===== src/include/dbg_defs.svh =====
// ====================
// Sizing of the debug-port path.
// DBG_CPU_MAX must be a power of two so that a hart index covers every slot.
// DBG_FIFO_DEPTH must be a power of two, because the FIFO pointers wrap
// on their own width.
// ====================
`ifndef DBG_DEFS_SVH
`define DBG_DEFS_SVH

// Hart slots in the workgroup
`define DBG_CPU_MAX 4

// Debug register width
`define DBG_DATA_W 32

// Eight debug registers per hart
`define DBG_REG_ADDR_W 3

// Sequence tag, wraps at 16
`define DBG_TAG_W 4

// Request queue entries
`define DBG_FIFO_DEPTH 4

`endif

===== src/hdl/dbg_proto_pkg.sv =====
// ====================
// Debug command codes and handshake states.
// The command encoding is fixed at two bits, so the four codes are all
// there is.
// ====================
package dbg_proto_pkg;

    // Debug command issued by the host
    typedef enum logic [1:0] {
        CMD_HALT   = 2'd0,
        CMD_RESUME = 2'd1,
        CMD_READ   = 2'd2,
        CMD_WRITE  = 2'd3
    } dbg_cmd_e;

    // Sender side of a four-phase req/ack channel
    typedef enum logic [1:0] {
        HS_IDLE    = 2'd0,  // Nothing offered
        HS_REQ     = 2'd1,  // req high, waiting for ack
        HS_RELEASE = 2'd2   // req dropped, waiting for ack to fall
    } hs_state_e;

endpackage : dbg_proto_pkg


===== src/hdl/dbg_cfg_pkg.sv =====
// ====================
// Width types for the debug-port path.
// All sizes come from dbg_defs.svh and none are set here.
// ====================
`include "dbg_defs.svh"

package dbg_cfg_pkg;

    typedef logic [$clog2(`DBG_CPU_MAX)-1:0] hart_idx_t;   // Hart slot number
    typedef logic [`DBG_DATA_W-1:0]          dbg_data_t;   // Debug register value
    typedef logic [`DBG_REG_ADDR_W-1:0]      dbg_reg_addr_t;
    typedef logic [`DBG_TAG_W-1:0]           dbg_tag_t;    // Command order tag

    // One bit per hart slot, absent slots included
    typedef logic [`DBG_CPU_MAX-1:0] hart_vec_t;

endpackage : dbg_cfg_pkg


===== src/hdl/dbg_workgroup.sv =====
// ====================
// Debug-port path of the workgroup: command front, request queue and
// interconnect with the hart units.
// cpu_num is 1 to DBG_CPU_MAX. Commands to higher slots get an error.
// Responses keep command order.
// ====================
`timescale 1ns/1ps

module dbg_workgroup #(
    parameter int unsigned cpu_num = 3
) (
    input  logic                          i_clk,
    input  logic                          i_rst,
    input  logic                          i_cmd_req,
    input  dbg_proto_pkg::dbg_cmd_e       i_cmd_type,
    input  dbg_cfg_pkg::hart_idx_t        i_cmd_hart,
    input  dbg_cfg_pkg::dbg_reg_addr_t    i_cmd_addr,
    input  dbg_cfg_pkg::dbg_data_t        i_cmd_wdata,
    output logic                          o_cmd_ack,
    output logic                          o_resp_req,
    output dbg_cfg_pkg::dbg_tag_t         o_resp_tag,
    output dbg_cfg_pkg::dbg_data_t        o_resp_rdata,
    output logic                          o_resp_error,
    input  logic                          i_resp_ack,
    output dbg_cfg_pkg::hart_vec_t        o_halted   // Halted flag per hart slot
);

    import dbg_cfg_pkg::*;
    import dbg_proto_pkg::*;

    // Front to queue
    logic          w_qi_req;
    dbg_cmd_e      w_qi_type;
    hart_idx_t     w_qi_hart;
    dbg_reg_addr_t w_qi_addr;
    dbg_data_t     w_qi_wdata;
    dbg_tag_t      w_qi_tag;
    logic          w_qi_ack;

    // Queue to interconnect
    logic          w_qo_req;
    dbg_cmd_e      w_qo_type;
    hart_idx_t     w_qo_hart;
    dbg_reg_addr_t w_qo_addr;
    dbg_data_t     w_qo_wdata;
    dbg_tag_t      w_qo_tag;
    logic          w_qo_ack;

    dbg_req_front front_i (
        .i_clk       (i_clk),
        .i_rst       (i_rst),
        .i_cmd_req   (i_cmd_req),
        .i_cmd_type  (i_cmd_type),
        .i_cmd_hart  (i_cmd_hart),
        .i_cmd_addr  (i_cmd_addr),
        .i_cmd_wdata (i_cmd_wdata),
        .o_cmd_ack   (o_cmd_ack),
        .o_q_req     (w_qi_req),
        .o_q_type    (w_qi_type),
        .o_q_hart    (w_qi_hart),
        .o_q_addr    (w_qi_addr),
        .o_q_wdata   (w_qi_wdata),
        .o_q_tag     (w_qi_tag),
        .i_q_ack     (w_qi_ack)
    );

    dbg_req_fifo fifo_i (
        .i_clk       (i_clk),
        .i_rst       (i_rst),
        .i_in_req    (w_qi_req),
        .i_in_type   (w_qi_type),
        .i_in_hart   (w_qi_hart),
        .i_in_addr   (w_qi_addr),
        .i_in_wdata  (w_qi_wdata),
        .i_in_tag    (w_qi_tag),
        .o_in_ack    (w_qi_ack),
        .o_out_req   (w_qo_req),
        .o_out_type  (w_qo_type),
        .o_out_hart  (w_qo_hart),
        .o_out_addr  (w_qo_addr),
        .o_out_wdata (w_qo_wdata),
        .o_out_tag   (w_qo_tag),
        .i_out_ack   (w_qo_ack)
    );

    dbg_dport_ic #(
        .cpu_num (cpu_num)
    ) dport_ic_i (
        .i_clk        (i_clk),
        .i_rst        (i_rst),
        .i_q_req      (w_qo_req),
        .i_q_type     (w_qo_type),
        .i_q_hart     (w_qo_hart),
        .i_q_addr     (w_qo_addr),
        .i_q_wdata    (w_qo_wdata),
        .i_q_tag      (w_qo_tag),
        .o_q_ack      (w_qo_ack),
        .o_resp_req   (o_resp_req),
        .o_resp_tag   (o_resp_tag),
        .o_resp_rdata (o_resp_rdata),
        .o_resp_error (o_resp_error),
        .i_resp_ack   (i_resp_ack),
        .o_halted     (o_halted)
    );

endmodule : dbg_workgroup


===== src/hdl/dbg_dport_ic.sv =====
// ====================
// Debug-port interconnect. Serves one request at a time: pop, execute on
// the selected hart unit, then answer.
// cpu_num sets the present harts, 1 to DBG_CPU_MAX. Slots at or above it
// answer with an error and report not halted.
// ====================
`timescale 1ns/1ps

`include "dbg_defs.svh"

module dbg_dport_ic #(
    parameter int unsigned cpu_num = 1
) (
    input  logic                          i_clk,
    input  logic                          i_rst,
    input  logic                          i_q_req,      // Queue-out channel
    input  dbg_proto_pkg::dbg_cmd_e       i_q_type,
    input  dbg_cfg_pkg::hart_idx_t        i_q_hart,
    input  dbg_cfg_pkg::dbg_reg_addr_t    i_q_addr,
    input  dbg_cfg_pkg::dbg_data_t        i_q_wdata,
    input  dbg_cfg_pkg::dbg_tag_t         i_q_tag,
    output logic                          o_q_ack,
    output logic                          o_resp_req,   // Response channel
    output dbg_cfg_pkg::dbg_tag_t         o_resp_tag,
    output dbg_cfg_pkg::dbg_data_t        o_resp_rdata,
    output logic                          o_resp_error,
    input  logic                          i_resp_ack,
    output dbg_cfg_pkg::hart_vec_t        o_halted
);

    import dbg_cfg_pkg::*;
    import dbg_proto_pkg::*;

    dbg_cmd_e      r_type;
    hart_idx_t     r_hart;
    dbg_reg_addr_t r_addr;
    dbg_data_t     r_wdata;
    dbg_tag_t      r_tag;
    logic          r_busy;    // Request in service until the response closes
    logic          r_exec;    // Execute cycle, one after ack rises
    hs_state_e     r_state;
    logic          w_accept;

    logic [cpu_num-1:0] w_access;
    dbg_data_t          w_rdata [`DBG_CPU_MAX];
    hart_vec_t          w_error;
    hart_vec_t          w_halted;

    assign w_accept = i_q_req && !o_q_ack && !r_busy;

    for (genvar i = 0; i < cpu_num; i++) begin : g_hart
        assign w_access[i] = r_exec && (r_hart == hart_idx_t'(i));

        hart_dbg_unit unit_i (
            .i_clk    (i_clk),
            .i_rst    (i_rst),
            .i_access (w_access[i]),
            .i_type   (r_type),
            .i_addr   (r_addr),
            .i_wdata  (r_wdata),
            .o_rdata  (w_rdata[i]),
            .o_error  (w_error[i]),
            .o_halted (w_halted[i])
        );
    end : g_hart

    // Empty slot behaves like a dummy CPU
    for (genvar i = cpu_num; i < `DBG_CPU_MAX; i++) begin : g_absent
        assign w_rdata[i]  = '0;
        assign w_error[i]  = 1'b1;
        assign w_halted[i] = 1'b0;
    end : g_absent

    assign o_halted = w_halted;

    always_ff @(posedge i_clk) begin
        if (i_rst) begin
            o_q_ack    <= 1'b0;
            o_resp_req <= 1'b0;
            r_busy     <= 1'b0;
            r_exec     <= 1'b0;
            r_state    <= HS_IDLE;
        end else begin
            r_exec <= w_accept;
            if (w_accept) begin
                o_q_ack <= 1'b1;
                r_busy  <= 1'b1;
            end else if (o_q_ack && !i_q_req) begin
                o_q_ack <= 1'b0;
            end

            case (r_state)
                HS_IDLE: begin
                    if (r_exec) begin
                        o_resp_req <= 1'b1;
                        r_state    <= HS_REQ;
                    end
                end
                HS_REQ: begin
                    if (i_resp_ack) begin
                        o_resp_req <= 1'b0;
                        r_state    <= HS_RELEASE;
                    end
                end
                HS_RELEASE: begin
                    if (!i_resp_ack) begin
                        r_busy  <= 1'b0;   // Next request may be taken
                        r_state <= HS_IDLE;
                    end
                end
                default: r_state <= HS_IDLE;
            endcase
        end
    end

    always_ff @(posedge i_clk) begin
        if (w_accept) begin
            r_type  <= i_q_type;
            r_hart  <= i_q_hart;
            r_addr  <= i_q_addr;
            r_wdata <= i_q_wdata;
            r_tag   <= i_q_tag;
        end
        if (r_exec) begin
            o_resp_tag   <= r_tag;
            o_resp_rdata <= w_rdata[r_hart];  // Unit outputs show the pre-access state
            o_resp_error <= w_error[r_hart];
        end
    end

endmodule : dbg_dport_ic


===== src/hdl/dbg_req_fifo.sv =====
// ====================
// Request queue with four-phase channels on both sides.
// Holds up to DBG_FIFO_DEPTH requests. When it is full the input ack is
// withheld until an entry leaves.
// ====================
`timescale 1ns/1ps

`include "dbg_defs.svh"

module dbg_req_fifo (
    input  logic                          i_clk,
    input  logic                          i_rst,
    input  logic                          i_in_req,
    input  dbg_proto_pkg::dbg_cmd_e       i_in_type,
    input  dbg_cfg_pkg::hart_idx_t        i_in_hart,
    input  dbg_cfg_pkg::dbg_reg_addr_t    i_in_addr,
    input  dbg_cfg_pkg::dbg_data_t        i_in_wdata,
    input  dbg_cfg_pkg::dbg_tag_t         i_in_tag,
    output logic                          o_in_ack,
    output logic                          o_out_req,
    output dbg_proto_pkg::dbg_cmd_e       o_out_type,
    output dbg_cfg_pkg::hart_idx_t        o_out_hart,
    output dbg_cfg_pkg::dbg_reg_addr_t    o_out_addr,
    output dbg_cfg_pkg::dbg_data_t        o_out_wdata,
    output dbg_cfg_pkg::dbg_tag_t         o_out_tag,
    input  logic                          i_out_ack
);

    import dbg_cfg_pkg::*;
    import dbg_proto_pkg::*;

    localparam int PTR_W = $clog2(`DBG_FIFO_DEPTH);
    localparam int CNT_W = $clog2(`DBG_FIFO_DEPTH + 1);

    dbg_cmd_e      m_type  [`DBG_FIFO_DEPTH];
    hart_idx_t     m_hart  [`DBG_FIFO_DEPTH];
    dbg_reg_addr_t m_addr  [`DBG_FIFO_DEPTH];
    dbg_data_t     m_wdata [`DBG_FIFO_DEPTH];
    dbg_tag_t      m_tag   [`DBG_FIFO_DEPTH];

    logic [PTR_W-1:0] r_wr_ptr;
    logic [PTR_W-1:0] r_rd_ptr;
    logic [CNT_W-1:0] r_count;
    hs_state_e        r_state;
    logic             w_push;
    logic             w_pop;

    assign w_push = i_in_req && !o_in_ack && (r_count != CNT_W'(`DBG_FIFO_DEPTH));
    assign w_pop  = (r_state == HS_REQ) && i_out_ack;   // Entry leaves on ack rise

    always_ff @(posedge i_clk) begin
        if (i_rst) begin
            o_in_ack  <= 1'b0;
            o_out_req <= 1'b0;
            r_wr_ptr  <= '0;
            r_rd_ptr  <= '0;
            r_count   <= '0;
            r_state   <= HS_IDLE;
        end else begin
            if (w_push) begin
                o_in_ack <= 1'b1;
                r_wr_ptr <= r_wr_ptr + 1'b1;
            end else if (o_in_ack && !i_in_req) begin
                o_in_ack <= 1'b0;
            end

            if (w_pop) begin
                r_rd_ptr <= r_rd_ptr + 1'b1;
            end
            if (w_push && !w_pop) begin
                r_count <= r_count + 1'b1;
            end else if (w_pop && !w_push) begin
                r_count <= r_count - 1'b1;
            end

            case (r_state)
                HS_IDLE: begin
                    if (r_count != '0) begin
                        o_out_req <= 1'b1;
                        r_state   <= HS_REQ;
                    end
                end
                HS_REQ: begin
                    if (i_out_ack) begin
                        o_out_req <= 1'b0;
                        r_state   <= HS_RELEASE;
                    end
                end
                HS_RELEASE: begin
                    if (!i_out_ack) r_state <= HS_IDLE;
                end
                default: r_state <= HS_IDLE;
            endcase
        end
    end

    always_ff @(posedge i_clk) begin
        if (w_push) begin
            m_type[r_wr_ptr]  <= i_in_type;
            m_hart[r_wr_ptr]  <= i_in_hart;
            m_addr[r_wr_ptr]  <= i_in_addr;
            m_wdata[r_wr_ptr] <= i_in_wdata;
            m_tag[r_wr_ptr]   <= i_in_tag;
        end
    end

    // Head stays put while o_out_req is high, the read pointer moves only on pop
    assign o_out_type  = m_type[r_rd_ptr];
    assign o_out_hart  = m_hart[r_rd_ptr];
    assign o_out_addr  = m_addr[r_rd_ptr];
    assign o_out_wdata = m_wdata[r_rd_ptr];
    assign o_out_tag   = m_tag[r_rd_ptr];

endmodule : dbg_req_fifo


===== src/hdl/dbg_req_front.sv =====
// ====================
// Host command front. Holds a single command, so one command can wait
// here while others sit in the queue.
// Tags start at 0 after reset and wrap at 2**DBG_TAG_W.
// ====================
`timescale 1ns/1ps

module dbg_req_front (
    input  logic                          i_clk,
    input  logic                          i_rst,
    input  logic                          i_cmd_req,    // Host command channel
    input  dbg_proto_pkg::dbg_cmd_e       i_cmd_type,
    input  dbg_cfg_pkg::hart_idx_t        i_cmd_hart,
    input  dbg_cfg_pkg::dbg_reg_addr_t    i_cmd_addr,
    input  dbg_cfg_pkg::dbg_data_t        i_cmd_wdata,
    output logic                          o_cmd_ack,
    output logic                          o_q_req,      // Queue-in channel
    output dbg_proto_pkg::dbg_cmd_e       o_q_type,
    output dbg_cfg_pkg::hart_idx_t        o_q_hart,
    output dbg_cfg_pkg::dbg_reg_addr_t    o_q_addr,
    output dbg_cfg_pkg::dbg_data_t        o_q_wdata,
    output dbg_cfg_pkg::dbg_tag_t         o_q_tag,
    input  logic                          i_q_ack
);

    import dbg_cfg_pkg::*;
    import dbg_proto_pkg::*;

    logic      r_full;       // Command register occupied
    dbg_tag_t  r_tag_cnt;
    hs_state_e r_state;
    logic      w_accept;

    // New command only after the previous host handshake has closed
    assign w_accept = i_cmd_req && !o_cmd_ack && !r_full;

    always_ff @(posedge i_clk) begin
        if (i_rst) begin
            o_cmd_ack <= 1'b0;
            o_q_req   <= 1'b0;
            r_full    <= 1'b0;
            r_tag_cnt <= '0;
            r_state   <= HS_IDLE;
        end else begin
            if (w_accept) begin
                o_cmd_ack <= 1'b1;
                r_full    <= 1'b1;
                r_tag_cnt <= r_tag_cnt + 1'b1;
            end else if (o_cmd_ack && !i_cmd_req) begin
                o_cmd_ack <= 1'b0;  // Host released req
            end

            case (r_state)
                HS_IDLE: begin
                    if (r_full) begin
                        o_q_req <= 1'b1;
                        r_state <= HS_REQ;
                    end
                end
                HS_REQ: begin
                    if (i_q_ack) begin
                        o_q_req <= 1'b0;
                        r_state <= HS_RELEASE;
                    end
                end
                HS_RELEASE: begin
                    // Slot frees only once the queue has dropped ack
                    if (!i_q_ack) begin
                        r_full  <= 1'b0;
                        r_state <= HS_IDLE;
                    end
                end
                default: r_state <= HS_IDLE;
            endcase
        end
    end

    // Command register is loaded only while empty, so it is stable under o_q_req
    always_ff @(posedge i_clk) begin
        if (w_accept) begin
            o_q_type  <= i_cmd_type;
            o_q_hart  <= i_cmd_hart;
            o_q_addr  <= i_cmd_addr;
            o_q_wdata <= i_cmd_wdata;
            o_q_tag   <= r_tag_cnt;
        end
    end

endmodule : dbg_req_front


===== src/hdl/hart_dbg_unit.sv =====
// ====================
// Debug state of one hart: halted flag and eight debug registers.
// Register access is refused with an error while the hart runs.
// Halt and resume always succeed.
// ====================
`timescale 1ns/1ps

`include "dbg_defs.svh"

module hart_dbg_unit (
    input  logic                          i_clk,
    input  logic                          i_rst,
    input  logic                          i_access,   // One-cycle command strobe
    input  dbg_proto_pkg::dbg_cmd_e       i_type,
    input  dbg_cfg_pkg::dbg_reg_addr_t    i_addr,
    input  dbg_cfg_pkg::dbg_data_t        i_wdata,
    output dbg_cfg_pkg::dbg_data_t        o_rdata,
    output logic                          o_error,
    output logic                          o_halted
);

    import dbg_cfg_pkg::*;
    import dbg_proto_pkg::*;

    localparam int REG_NUM = 2 ** `DBG_REG_ADDR_W;

    logic      r_halted;
    dbg_data_t r_regs [REG_NUM];
    logic      w_reg_cmd;

    assign w_reg_cmd = (i_type == CMD_READ) || (i_type == CMD_WRITE);

    assign o_error  = w_reg_cmd && !r_halted;
    assign o_rdata  = (r_halted && i_type == CMD_READ) ? r_regs[i_addr] : '0;
    assign o_halted = r_halted;

    // Register file clears on reset, reads after reset must return 0
    always_ff @(posedge i_clk) begin
        if (i_rst) begin
            r_halted <= 1'b0;
            for (int i = 0; i < REG_NUM; i++) begin
                r_regs[i] <= '0;
            end
        end else if (i_access) begin
            case (i_type)
                CMD_HALT:   r_halted <= 1'b1;
                CMD_RESUME: r_halted <= 1'b0;
                CMD_WRITE: begin
                    if (r_halted) r_regs[i_addr] <= i_wdata;  // Dropped while running
                end
                default: ;  // Read has no side effect
            endcase
        end
    end

endmodule : hart_dbg_unit


===== config.mk =====
export PLATFORM = sky130hd
export DESIGN_NAME = dbg_workgroup
export DESIGN_NICKNAME = d
export VERILOG_FILES = /design/src/hdl/dbg_proto_pkg.sv /design/src/hdl/dbg_cfg_pkg.sv /design/src/hdl/dbg_workgroup.sv /design/src/hdl/dbg_dport_ic.sv /design/src/hdl/dbg_req_fifo.sv /design/src/hdl/dbg_req_front.sv /design/src/hdl/hart_dbg_unit.sv
export VERILOG_INCLUDE_DIRS = /design/src /design/src/include
export SDC_FILE = /design/constraint.sdc
export NUM_CORES = 1
export LEC_CHECK = 0
export BUFFER_PORTS_ARGS = -buffer_cell sky130_fd_sc_hd__buf_2
export CORE_UTILIZATION = 35
export DETAILED_ROUTE_END_ITERATION = 6
export PLACE_DENSITY_LB_ADDON = 0.1
export SYNTH_ARGS = -nofsm -noshare
export SYNTH_HDL_FRONTEND = slang
export SYNTH_SLANG_ARGS = --single-unit

===== constraint.sdc =====
create_clock -name i_clk -period 5.8 [get_ports i_clk]
set_input_delay 1.16 -clock i_clk [delete_from_list [all_inputs] [get_ports i_clk]]
set_output_delay 1.16 -clock i_clk [all_outputs]
set_load 0.05 [all_outputs]

Yosys cells after proc, flatten, opt, wreduce, memory -nomap -nowiden
Memory sizes are Yosys's and may differ from the RTL's. A register that Yosys moved wholly into a read port is not among the register bits.
Cells that the tools add are included.
{"block": "op_classes", "addsub": 5, "n_lt_le_gt_ge": 2, "n_eq_ne": 21, "mux": 72, "bitwise_logic": 1, "n_reduce_logical": 61}
{"op": "32-bit two-way mux", "count": 8}
{"op": "32-bit OR reduction", "count": 3}
{"op": "32-bit binary-select mux with 2-bit select", "count": 1}
{"op": "1-bit two-way mux", "count": 41}
{"op": "1-bit logical AND", "count": 21}
{"op": "2-bit two-way mux", "count": 9}
{"op": "2-bit one-hot mux with 3 select lines", "count": 3}
{"op": "3-bit AND reduction", "count": 6}
{"op": "2-bit nonzero test", "count": 8}
{"op": "3-bit two-way mux", "count": 5}
{"op": "1-bit zero test", "count": 13}
{"op": "2-bit == test, second input constant", "count": 6}
{"op": "2-bit by 1-bit == test with 1-bit output, second input constant", "count": 5}
{"op": "2-bit zero test", "count": 5}
{"op": "2-bit by 1-bit != test with 1-bit output, second input constant", "count": 5}
{"op": "2-bit != test, second input constant", "count": 4}
{"op": "1-bit one-hot mux with 2 select lines", "count": 4}
{"op": "2-bit AND reduction", "count": 3}
{"op": "2-bit by 1-bit adder with 2-bit output, second input constant", "count": 2}
{"op": "4-bit by 1-bit adder with 4-bit output, second input constant", "count": 1}
{"op": "3-bit by 1-bit adder with 3-bit output, second input constant", "count": 1}
{"op": "3-bit >= comparator, second input constant", "count": 1}
{"op": "2-bit by 3-bit less-than comparator with 1-bit output, second input constant", "count": 1}
{"op": "3-bit != test, second input constant", "count": 1}
{"op": "other kinds (5)", "count": 5}
{"block": "word_totals", "register_bits": 109, "ramBits": 940, "input_bits": 43, "out_inout_bits": 43, "elab_cells": 197, "mem_count": 8}
{"memory": "dport_ic_i.g_hart[0].unit_i.r_regs", "depth": 8, "word_bits": 32, "read_ports": 1, "rd_ports_with_merged_regs": 0, "wr": 8, "line": "hart_dbg_unit.sv:28", "text": "dbg_data_t r_regs [REG_NUM];"}
{"memory": "dport_ic_i.g_hart[1].unit_i.r_regs", "depth": 8, "word_bits": 32, "read_ports": 1, "rd_ports_with_merged_regs": 0, "wr": 8, "line": "hart_dbg_unit.sv:28"}
{"memory": "dport_ic_i.g_hart[2].unit_i.r_regs", "depth": 8, "word_bits": 32, "read_ports": 1, "rd_ports_with_merged_regs": 0, "wr": 8, "line": "hart_dbg_unit.sv:28"}
{"memory": "fifo_i.m_wdata", "depth": 4, "word_bits": 32, "read_ports": 1, "rd_ports_with_merged_regs": 1, "wr": 1, "line": "dbg_req_fifo.sv:38", "text": "dbg_data_t m_wdata [`DBG_FIFO_DEPTH];"}
{"memory": "fifo_i.m_tag", "depth": 4, "word_bits": 4, "read_ports": 1, "rd_ports_with_merged_regs": 1, "wr": 1, "line": "dbg_req_fifo.sv:39", "text": "dbg_tag_t m_tag [`DBG_FIFO_DEPTH];"}
{"memory": "fifo_i.m_addr", "depth": 4, "word_bits": 3, "read_ports": 1, "rd_ports_with_merged_regs": 1, "wr": 1, "line": "dbg_req_fifo.sv:37", "text": "dbg_reg_addr_t m_addr [`DBG_FIFO_DEPTH];"}
{"memory": "2 more memories"}

Depth between registers and ports, before layout
Gate-level depths: netlist (run 1).
{"block": "logic_depth", "depth_word": 7, "ltp_mapped": 9, "mapped_depth_nobuf": 8}

Modules after synthesis
A second synthesis (run 1) with hierarchy kept.
{"block": "unflattened", "cells_unflattened": 3127, "hier_area_um2": 47969.8}
{"module": "hart_dbg_unit at dport_ic_i.g_hart[1].unit_i", "n_inst": 1, "cells_per_inst": 866, "area_each_um2": 12494.5, "seq_area_each_um2": 7707.4}
{"module": "hart_dbg_unit at dport_ic_i.g_hart[2].unit_i", "n_inst": 1, "cells_per_inst": 835, "area_each_um2": 11760.0, "seq_area_each_um2": 7707.4}
{"module": "hart_dbg_unit at dport_ic_i.g_hart[0].unit_i", "n_inst": 1, "cells_per_inst": 872, "area_each_um2": 11748.8, "seq_area_each_um2": 7707.4}
{"module": "dbg_req_fifo", "n_inst": 1, "cells_per_inst": 286, "area_each_um2": 6876.6, "seq_area_each_um2": 5425.2}
{"module": "dbg_dport_ic", "n_inst": 1, "cells_per_inst": 187, "area_each_um2": 3414.5, "seq_area_each_um2": 2522.4}
{"module": "dbg_req_front", "n_inst": 1, "cells_per_inst": 81, "area_each_um2": 1675.4, "seq_area_each_um2": 1471.4}

Least setup slack after synthesis (run 1)
Ideal clock, no wire load.
{"block": "synth_timing", "path_kind": "input to register", "from": "input i_cmd_req", "to": "register front_i.r_tag_cnt[3]", "setup_time_ns": 0.128, "t_arrival_ns": 5.044, "required_time_ns": 5.672, "slack_ns": 0.629, "cell_stages": 5, "path_buffers": 0, "cell_sequence": "inv_1 > nor3_1 > nand4_1 > xor2_1 > nor2_1"}
{"block": "synth_between", "elab_chain_len": 2}
{"element": "start: declaration", "line": "dbg_workgroup.sv:14", "text": "input logic i_cmd_req,"}
{"element": "1-bit logical AND (2 in a row)", "line": "dbg_req_front.sv:35", "text": "assign w_accept = i_cmd_req && !o_cmd_ack && !r_full;"}
{"element": "named net front_i.w_accept", "line": "dbg_req_front.sv:32", "text": "logic w_accept;"}
{"element": "end signal: assignment", "line": "dbg_req_front.sv:48", "text": "r_tag_cnt <= r_tag_cnt + 1'b1;"}
{"element": "end: declaration", "line": "dbg_req_front.sv:30", "text": "dbg_tag_t r_tag_cnt;"}
The timed path passes the listed nets, and every way through them passes these cells.
A chain may end at the register's enable or synchronous reset.

==> results of run 1 <==
==> layer usage <==
| metal | wire (um) | vias up | share of wire, % |
|---|---|---|---|
| li1 | - | 10450 | - |
| met1 | 57850 | 12400 | 46 |
| met2 | 59460 | 622 | 47 |
| met3 | 6746 | 181 | 5.3 |
| met4 | 2972 | 0 | 2.3 |
| met5 | 0 | - | 0 |
==> metrics by stage <==
stage	instances	util, %	hold WS, ps
2_1_floorplan	2765	-	400.3
4_1_cts	4638	40.04	419.7
3_5_place_dp	4420	37.09	406.8
3_3_place_gp	4420	37.09	409.9
6_report	4648	40.06	417.1
5_1_grt	4638	40.04	418.1
==> flip-flops by register name, indices dropped and copies added (netlist names), 3 cells and up <==
signal,flops
front_i.o_q_tag,4
dport_ic_i.o_resp_tag,4
fifo_i.m_type,8
front_i.o_q_addr,3
fifo_i.m_tag,16
dport_ic_i.r_tag,4
front_i.r_tag_cnt,4
dport_ic_i.g_hart.unit_i.r_regs,768
front_i.o_q_wdata,32
fifo_i.m_wdata,128
fifo_i.m_hart,8
dport_ic_i.r_wdata,32
fifo_i.r_count,3
dport_ic_i.o_resp_rdata,32
dport_ic_i.r_addr,3
dport_ic_i.g_hart.unit_i.o_halted,3
fifo_i.m_addr,12
==> cell families (layout without fill, tap and decap cells) <==
family	Yosys count	count (layout)
simple gates	962	962
flops	1092	1092
fa+ha+maj	7	7
other cells	1	11
buf+inv	243	374
mux	269	269
compound gates	180	180
xor+xnor	11	11
==> power by group through the flow <==
stage | Combinational, mW | Sequential (mW) | Clock, mW
after global routing | 2.87 | 9.94 | 7.99
after global placement | 2.74 | 10.0 | 0
after detailed placement | 2.74 | 10.1 | 0
final | 2.70 | 9.86 | 7.55
after floorplan | 1.82 | 9.64 | 0
after CTS | 2.75 | 9.89 | 7.73
==> path summary, 6_finish.rpt <==
check	startpoint	to	slack, ps	cells after the start
setup / recovery	dport_ic_i.r_exec	dport_ic_i.g_hart[0].unit_i.r_regs[4][1]	2390	5
hold / removal	dport_ic_i.r_tag[1]	dport_ic_i.o_resp_tag[1]	420	0
hold reg to reg	dport_ic_i.r_tag[1]	dport_ic_i.o_resp_tag[1]	420	0
setup reg to reg	dport_ic_i.r_exec	dport_ic_i.g_hart[0].unit_i.r_regs[4][1]	2390	5
==> final cells by class <==
type                       count  share of cell area (%)
antenna                       10                 0.04805
clock buffer                 153                   5.942
clock inverter                65                   1.427
inverter                      12                 0.08650
multi-input combinational   1430                   24.14
sequential                  1092                   62.42
tap                         1742                   4.185
timing repair buffer         144                   1.744
==> cells in the final DEF, fill, tap and decap left out, types with 17 or more instances in the layout <==
cell | netlist | layout
dfxtp_1 | 29 | 26
nor2_1 | 43 | 28
nand2_1 | 21 | 21
mux2i_1 | 69 | 69
a22oi_1 | 76 | 76
clkinv_2 | 0 | 18
buf_2 | 45 | 84
o21ai_0 | 18 | 18
o211ai_1 | 28 | 28
mux4_2 | 188 | 188
clkbuf_16 | 0 | 118
edfxtp_1 | 1063 | 1063
or2_2 | 24 | 24
nor2_2 | 2 | 17
nand3_1 | 27 | 27
buf_4 | 14 | 57
clkinv_1 | 0 | 24
clkbuf_1 | 151 | 34
and2_1 | 777 | 773
==> worst max-delay path, delay by kind of cell (launching register included) <==
kind | cells | cell delay [ps]
DFF | 1 | 570
buffers and inverters | 1 | 410
and+or+nand+nor | 4 | 1940
==> impl_metrics.csv, run 1 <==
group,metric,value,unit
outcome,status,"completed",
power_and_ir_drop,leakagePower,18.18,nW
logic_synthesis,yosysTopAreaCellShare,69.34,%
floorplanning,io_pins,86,
clock_tree,clockBufferDepth,3,
drt,dr.pass1.iters,6,
logic_synthesis,yosys_warnings,0,
timing,fin_skew,15.80,ps
final_layout,multi_input_area,12570,um2
logic_synthesis,synth.largest_area_cell,"edfxtp_1",
logic_synthesis,yosysMostFrequentCell,"edfxtp_1",
drt,num_vias,23650,
timing,slew_headroom,16.63,%
logic_synthesis,ys_top_cells_by_count,"edfxtp_1 (1063), and2_1 (777), mux4_2 (188), clkbuf_1 (151), a22oi_1 (76)",
global_routing,antenna_found_initial,11,
power_and_ir_drop,ir_drop,265.9,uV
timing,setup_tns,0,ps
final_layout,ff_latch_area,32510,um2
final_layout,synthToLayoutAreaGrowth,13.11,%
power_and_ir_drop,net-switching-power,5.576,mW
power_and_ir_drop,power,20.11,mW
logic_synthesis,synthArstFlopShare,0,%
critical_path,worstSetupPathType,"reg2reg",
power_and_ir_drop,p_int,14.54,mW
place,io_buffers,84,
global_routing,grt_use_met1,27.40,%
power_and_ir_drop,cellPowerDensity,386.2,nW/um2
final_layout,fill_cells,11800,
floorplanning,start_util,35.42,%
logic_synthesis,ys_ff_latch,1092,
global_routing,gr-total-overflow,0,
clock_tree,cts_tree,"done",
place,dp_hpwl,76.03,mm
drt,wirelength,127.0,mm
critical_path,crit_slowest_cell,"or2_2",
critical_path,path_max_fanout,33,
critical_path,worstPathArrival,3750,ps
logic_synthesis,netlist_instances,2765,
place,placed_area,48210,um2
logic_synthesis,synth_xor_area_share,0.2093,%
global_routing,grt_pass1_vias,24700,
hold_path,hold_class,"reg2reg",
job,maxCapViolCount,0,
floorplanning,die_height,364.7,um
timing,final-setup-viol-count,0,
global_routing,grt_usage,19.35,%
critical_path,slowest_delay,920,ps
global_routing,busiest_layer,"met2",
timing,hold_violations,0,
power_and_ir_drop,power_frac_clock,37.5,%
logic_synthesis,synth_edf_count,1063,
logic_synthesis,muxShareOfSynthArea,10.99,%
logic_synthesis,ys_seq_area_share,70.60,%
global_routing,grt_max_degree,111,
place,detailedPlace.worstSlack,1666,ps
logic_synthesis,synthSimpleGateAreaFrac,12.81,%
global_routing,grt_first_pass_wirelength,182.6,mm
final_layout,final_area,52070,um2
clock_tree,cts_buffers,118,
timing,tightest_slew,1251,ps
logic_synthesis,yosys-top-cells-area,"edfxtp_1 (69%), and2_1 (11%), mux4_2 (9.2%)",
logic_synthesis,syn-cell-area,46040,um2
floorplanning,fp.coreArea,130000,um2
final_layout,layout-drive-gt1-share,19.79,%
logic_synthesis,synth-main-ff-cell,"edfxtp_1",
clock_tree,ctsResizeCount,0,
timing,fmax,0.2931,GHz
drt,drcViolationCount,0,
place,gp_congestion,0.7900,
critical_path,start_kind,"flop",
timing,final.period_utilization,58.83,%
drt,drtIter0Drc,2030,
global_routing,use_met3,3.242,%
drt,postRouteAntennaNets,0,
floorplanning,die_width,364.7,um
floorplanning,dieArea,133000,um2
clock_tree,htreeDepth,3,
critical_path,cp-end-kind,"flop",
clock_tree,cts.reportedPaths.clkPinSlew,60,ps
clock_tree,clock_sinks,1092,
logic_synthesis,synth_cell_types,58,
logic_synthesis,synth-adder-area-share,0.2065,%
floorplanning,rows,132,
drt,viasPerCell,5.088,
final_layout,nets,2848,
drt,detail_route.wl_per_cell,27.33,um
timing,setup_slack,2388,ps
critical_path,worstPathRequired,6140,ps
power_and_ir_drop,pwr-share-seq,49.0,%
critical_path,cp_cell_sequence,"and4b_1, nand3_2, nor2_2, buf_4, or2_2",
timing,final_max_slew_viol_count,0,
clock_tree,post_cts_buffers,0,
logic_synthesis,synth_compound_area_share,2.881,%
clock_tree,worstSkewPairLatency,730,ps
logic_synthesis,synth_nets,2815,
logic_synthesis,synth_area_per_cell,16.65,um2
power_and_ir_drop,p_sw_share,27.72,%
clock_tree,cts-root-buf,"clkbuf_16",
global_routing,grt_util_met2,30.94,%
timing,rsz0062_at_grt,"no",
timing,period_minus_slack,3412,ps
power_and_ir_drop,comb_power_share,13.4,%
clock_tree,cts_hold_buf,0,
logic_synthesis,synth_top_family_by_area,"simple AND/OR/NAND/NOR gates",
(Power assumes the default switching activity.)
==> run 2, diff against run 1 <==
Clock period 5.8 ns to 2.75 ns, I/O delays scaled along.
==> run 2 against run 1 <==
Net effect:
- fmax grew 41%
- wire length hardly changed
- setup slack lost 2100 ps
- largest power group unchanged
- via count grew 3.3%
- combinational power increased by 130%
- critical endpoint is now dport_ic_i.o_resp_rdata[9]
- flip-flop and latch count stayed put
- first-iteration DRC count up 1.6%
==> impl_metrics.csv, run 2 (same netlist as run 1, synthesis figures left out) <==
group,metric,value,unit
place,io_buffers,84,
job,maxCapViolCount,0,
final_layout,ff_latch_area,32510,um2
floorplanning,die_width,364.7,um
global_routing,antenna_found_initial,6,
clock_tree,clockBufferDepth,3,
floorplanning,dieArea,133000,um2
clock_tree,worstSkewPairLatency,730,ps
global_routing,grt_first_pass_wirelength,183.8,mm
global_routing,grt_usage,19.33,%
power_and_ir_drop,p_int,30.30,mW
floorplanning,die_height,364.7,um
power_and_ir_drop,net-switching-power,11.58,mW
critical_path,slowest_delay,540,ps
drt,num_vias,24420,
clock_tree,clock_sinks,1092,
place,dp_hpwl,77.98,mm
critical_path,cp_cell_sequence,"buf_12, buf_12, buf_4, mux4_2, mux2i_1, o211ai_1",
final_layout,mostFrequentLayoutCells,"edfxtp_1 (1063), and2_1 (773), mux4_2 (188)",
timing,hold_slack,88.69,ps
final_layout,layout-drive-gt1-share,22.71,%
critical_path,crit_slowest_cell,"mux4_2",
drt,postRouteAntennaNets,0,
floorplanning,start_util,35.42,%
floorplanning,io_pins,86,
timing,period_minus_slack,2419,ps
critical_path,start_kind,"flop",
power_and_ir_drop,ir_drop,556.6,uV
final_layout,largest_reg_flops,768,
final_layout,synthToLayoutAreaGrowth,16.86,%
drt,detail_route.wl_per_cell,26.52,um
clock_tree,cts_tree,"done",
floorplanning,rows,132,
timing,final.period_utilization,87.96,%
critical_path,worstSetupPathType,"reg2reg",
timing,setup_tns,0,ps
critical_path,path_max_fanout,29,
drt,dr.pass1.iters,5,
critical_path,worstPathArrival,2860,ps
global_routing,grt_pass1_vias,25480,
critical_path,worstRegToRegCells,6,
power_and_ir_drop,power_frac_clock,36.2,%
critical_path,cp-end-kind,"flop",
final_layout,layout_commonest_cell,"edfxtp_1",
place,gp_congestion,0.7895,
clock_tree,post_cts_buffers,0,
timing,slew_headroom,25.20,%
timing,setup_slack,331.0,ps
global_routing,grt_max_degree,54,
final_layout,fill_cells,11720,
outcome,status,"completed",
final_layout,nets,3006,
timing,rsz0062_at_grt,"no",
drt,drcViolationCount,0,
critical_path,cpMostUsedCell,"buf_12",
power_and_ir_drop,cellPowerDensity,778.4,nW/um2
drt,drtIter0Drc,2062,
critical_path,worstPathRequired,3190,ps
clock_tree,ctsResizeCount,0,
final_layout,largestRegisters,"dport_ic_i.g_hart.unit_i.r_regs: 768 flops, fifo_i.m_wdata: 128 flops",
power_and_ir_drop,pwr-share-seq,49.2,%
hold_path,min_path_cells,2,
timing,final_max_slew_viol_count,0,
timing,hold_violations,0,
floorplanning,fp.coreArea,130000,um2
place,detailedPlace.worstSlack,316.1,ps
timing,tightest_slew,1122,ps
power_and_ir_drop,p_sw_share,27.64,%
hold_path,hold_class,"in2reg",
drt,wirelength,127.2,mm
power_and_ir_drop,comb_power_share,14.6,%
clock_tree,cts-root-buf,"clkbuf_16",
clock_tree,htreeDepth,3,
timing,fin_skew,35.33,ps
final_layout,fin_util,41.39,%
final_layout,regMostFlops,"dport_ic_i.g_hart.unit_i.r_regs",
power_and_ir_drop,leakagePower,19.07,nW
drt,viasPerCell,5.093,
timing,fmax,0.4134,GHz
clock_tree,cts_buffers,119,
timing,final-setup-viol-count,0,
global_routing,gr-total-overflow,0,
clock_tree,cts.reportedPaths.clkPinSlew,60,ps
final_layout,multi_input_area,12590,um2
run 2: changes by cell type in the layout (fill, tap and decap cells not counted), moves of 2 or more:
| cell | before | now |
|---|---|---|
| buf_12 | 3 | 54 |
| buf_4 | 57 | 124 |
| bufinv_16 | 15 | 6 |
| clkbuf_1 | 34 | 30 |
| clkinv_16 | 0 | 2 |
| clkinv_2 | 18 | 29 |
| diode_2 | 10 | 1 |
| dlygate4sd3_1 | 0 | 39 |
| nor3_2 | 2 | 0 |
| nor3_4 | 9 | 11 |
run 2: area by class of cell:
class / instances / share of cell area, %
multi-input cells: 1430 / 23.39
flip-flops and latches: 1092 / 60.42
repair buffers: 301 / 5.247
inverters: 12 / 0.08372
clock inverters: 68 / 1.056
well taps: 1742 / 4.051
diodes: 1 / 0.004651
clock buffers: 149 / 5.744
run 2: worst max-delay path: cells and delay by family, from the launching register on:
family	cells	cell delay, ps
AOI/OAI and AO/OA	1	120
muxes	2	840
buffers and inverters	3	780
DFF	1	370
run 2: stage by stage:
stage | total power, mW | area [um2] | std cells
2_1_floorplan | 24.17 | 46060 | 2765
3_3_place_gp | 27.06 | 49750 | 4538
3_5_place_dp | 27.14 | 49750 | 4538
4_1_cts | 42.41 | 53800 | 4794
5_1_grt | 43.37 | 53800 | 4794
6_report | 41.88 | 53800 | 4795
run 2: routing by layer:
metal	track usage, %	part of all wire, %	up-vias	routed length (um)
met3	3.384	5.7	165	7237
met1	27.09	45	12790	56940
met4	4.128	1.8	0	2352
met5	0	0	-	0
li1	-	-	10770	-
met2	31.43	48	698	60620
run 2: path summary, 6_finish.rpt:
check                            start                         end  slack, ps
setup / recovery  dport_ic_i.r_addr[0]  dport_ic_i.o_resp_rdata[9]        330
hold / removal              i_resp_ack       dport_ic_i.r_state[0]         90
setup reg to reg  dport_ic_i.r_addr[0]  dport_ic_i.o_resp_rdata[9]        330
hold reg to reg    dport_ic_i.r_tag[1]    dport_ic_i.o_resp_tag[1]        420
run 2: timing repair:
item / in CTS / in global routing
hold buffers: 39 / 0
setup endpoints to repair: 0 / 0
hold endpoints to repair: 39 / 0
run 2: power by group through the flow:
stage	clock (mW)	combinational (mW)	sequential, mW
after floorplan	0	3.85	20.3
after global placement	0	6.16	20.9
after detailed placement	0	6.18	21.0
after CTS	15.6	6.24	20.6
after global routing	16.1	6.49	20.8
final	15.2	6.13	20.6
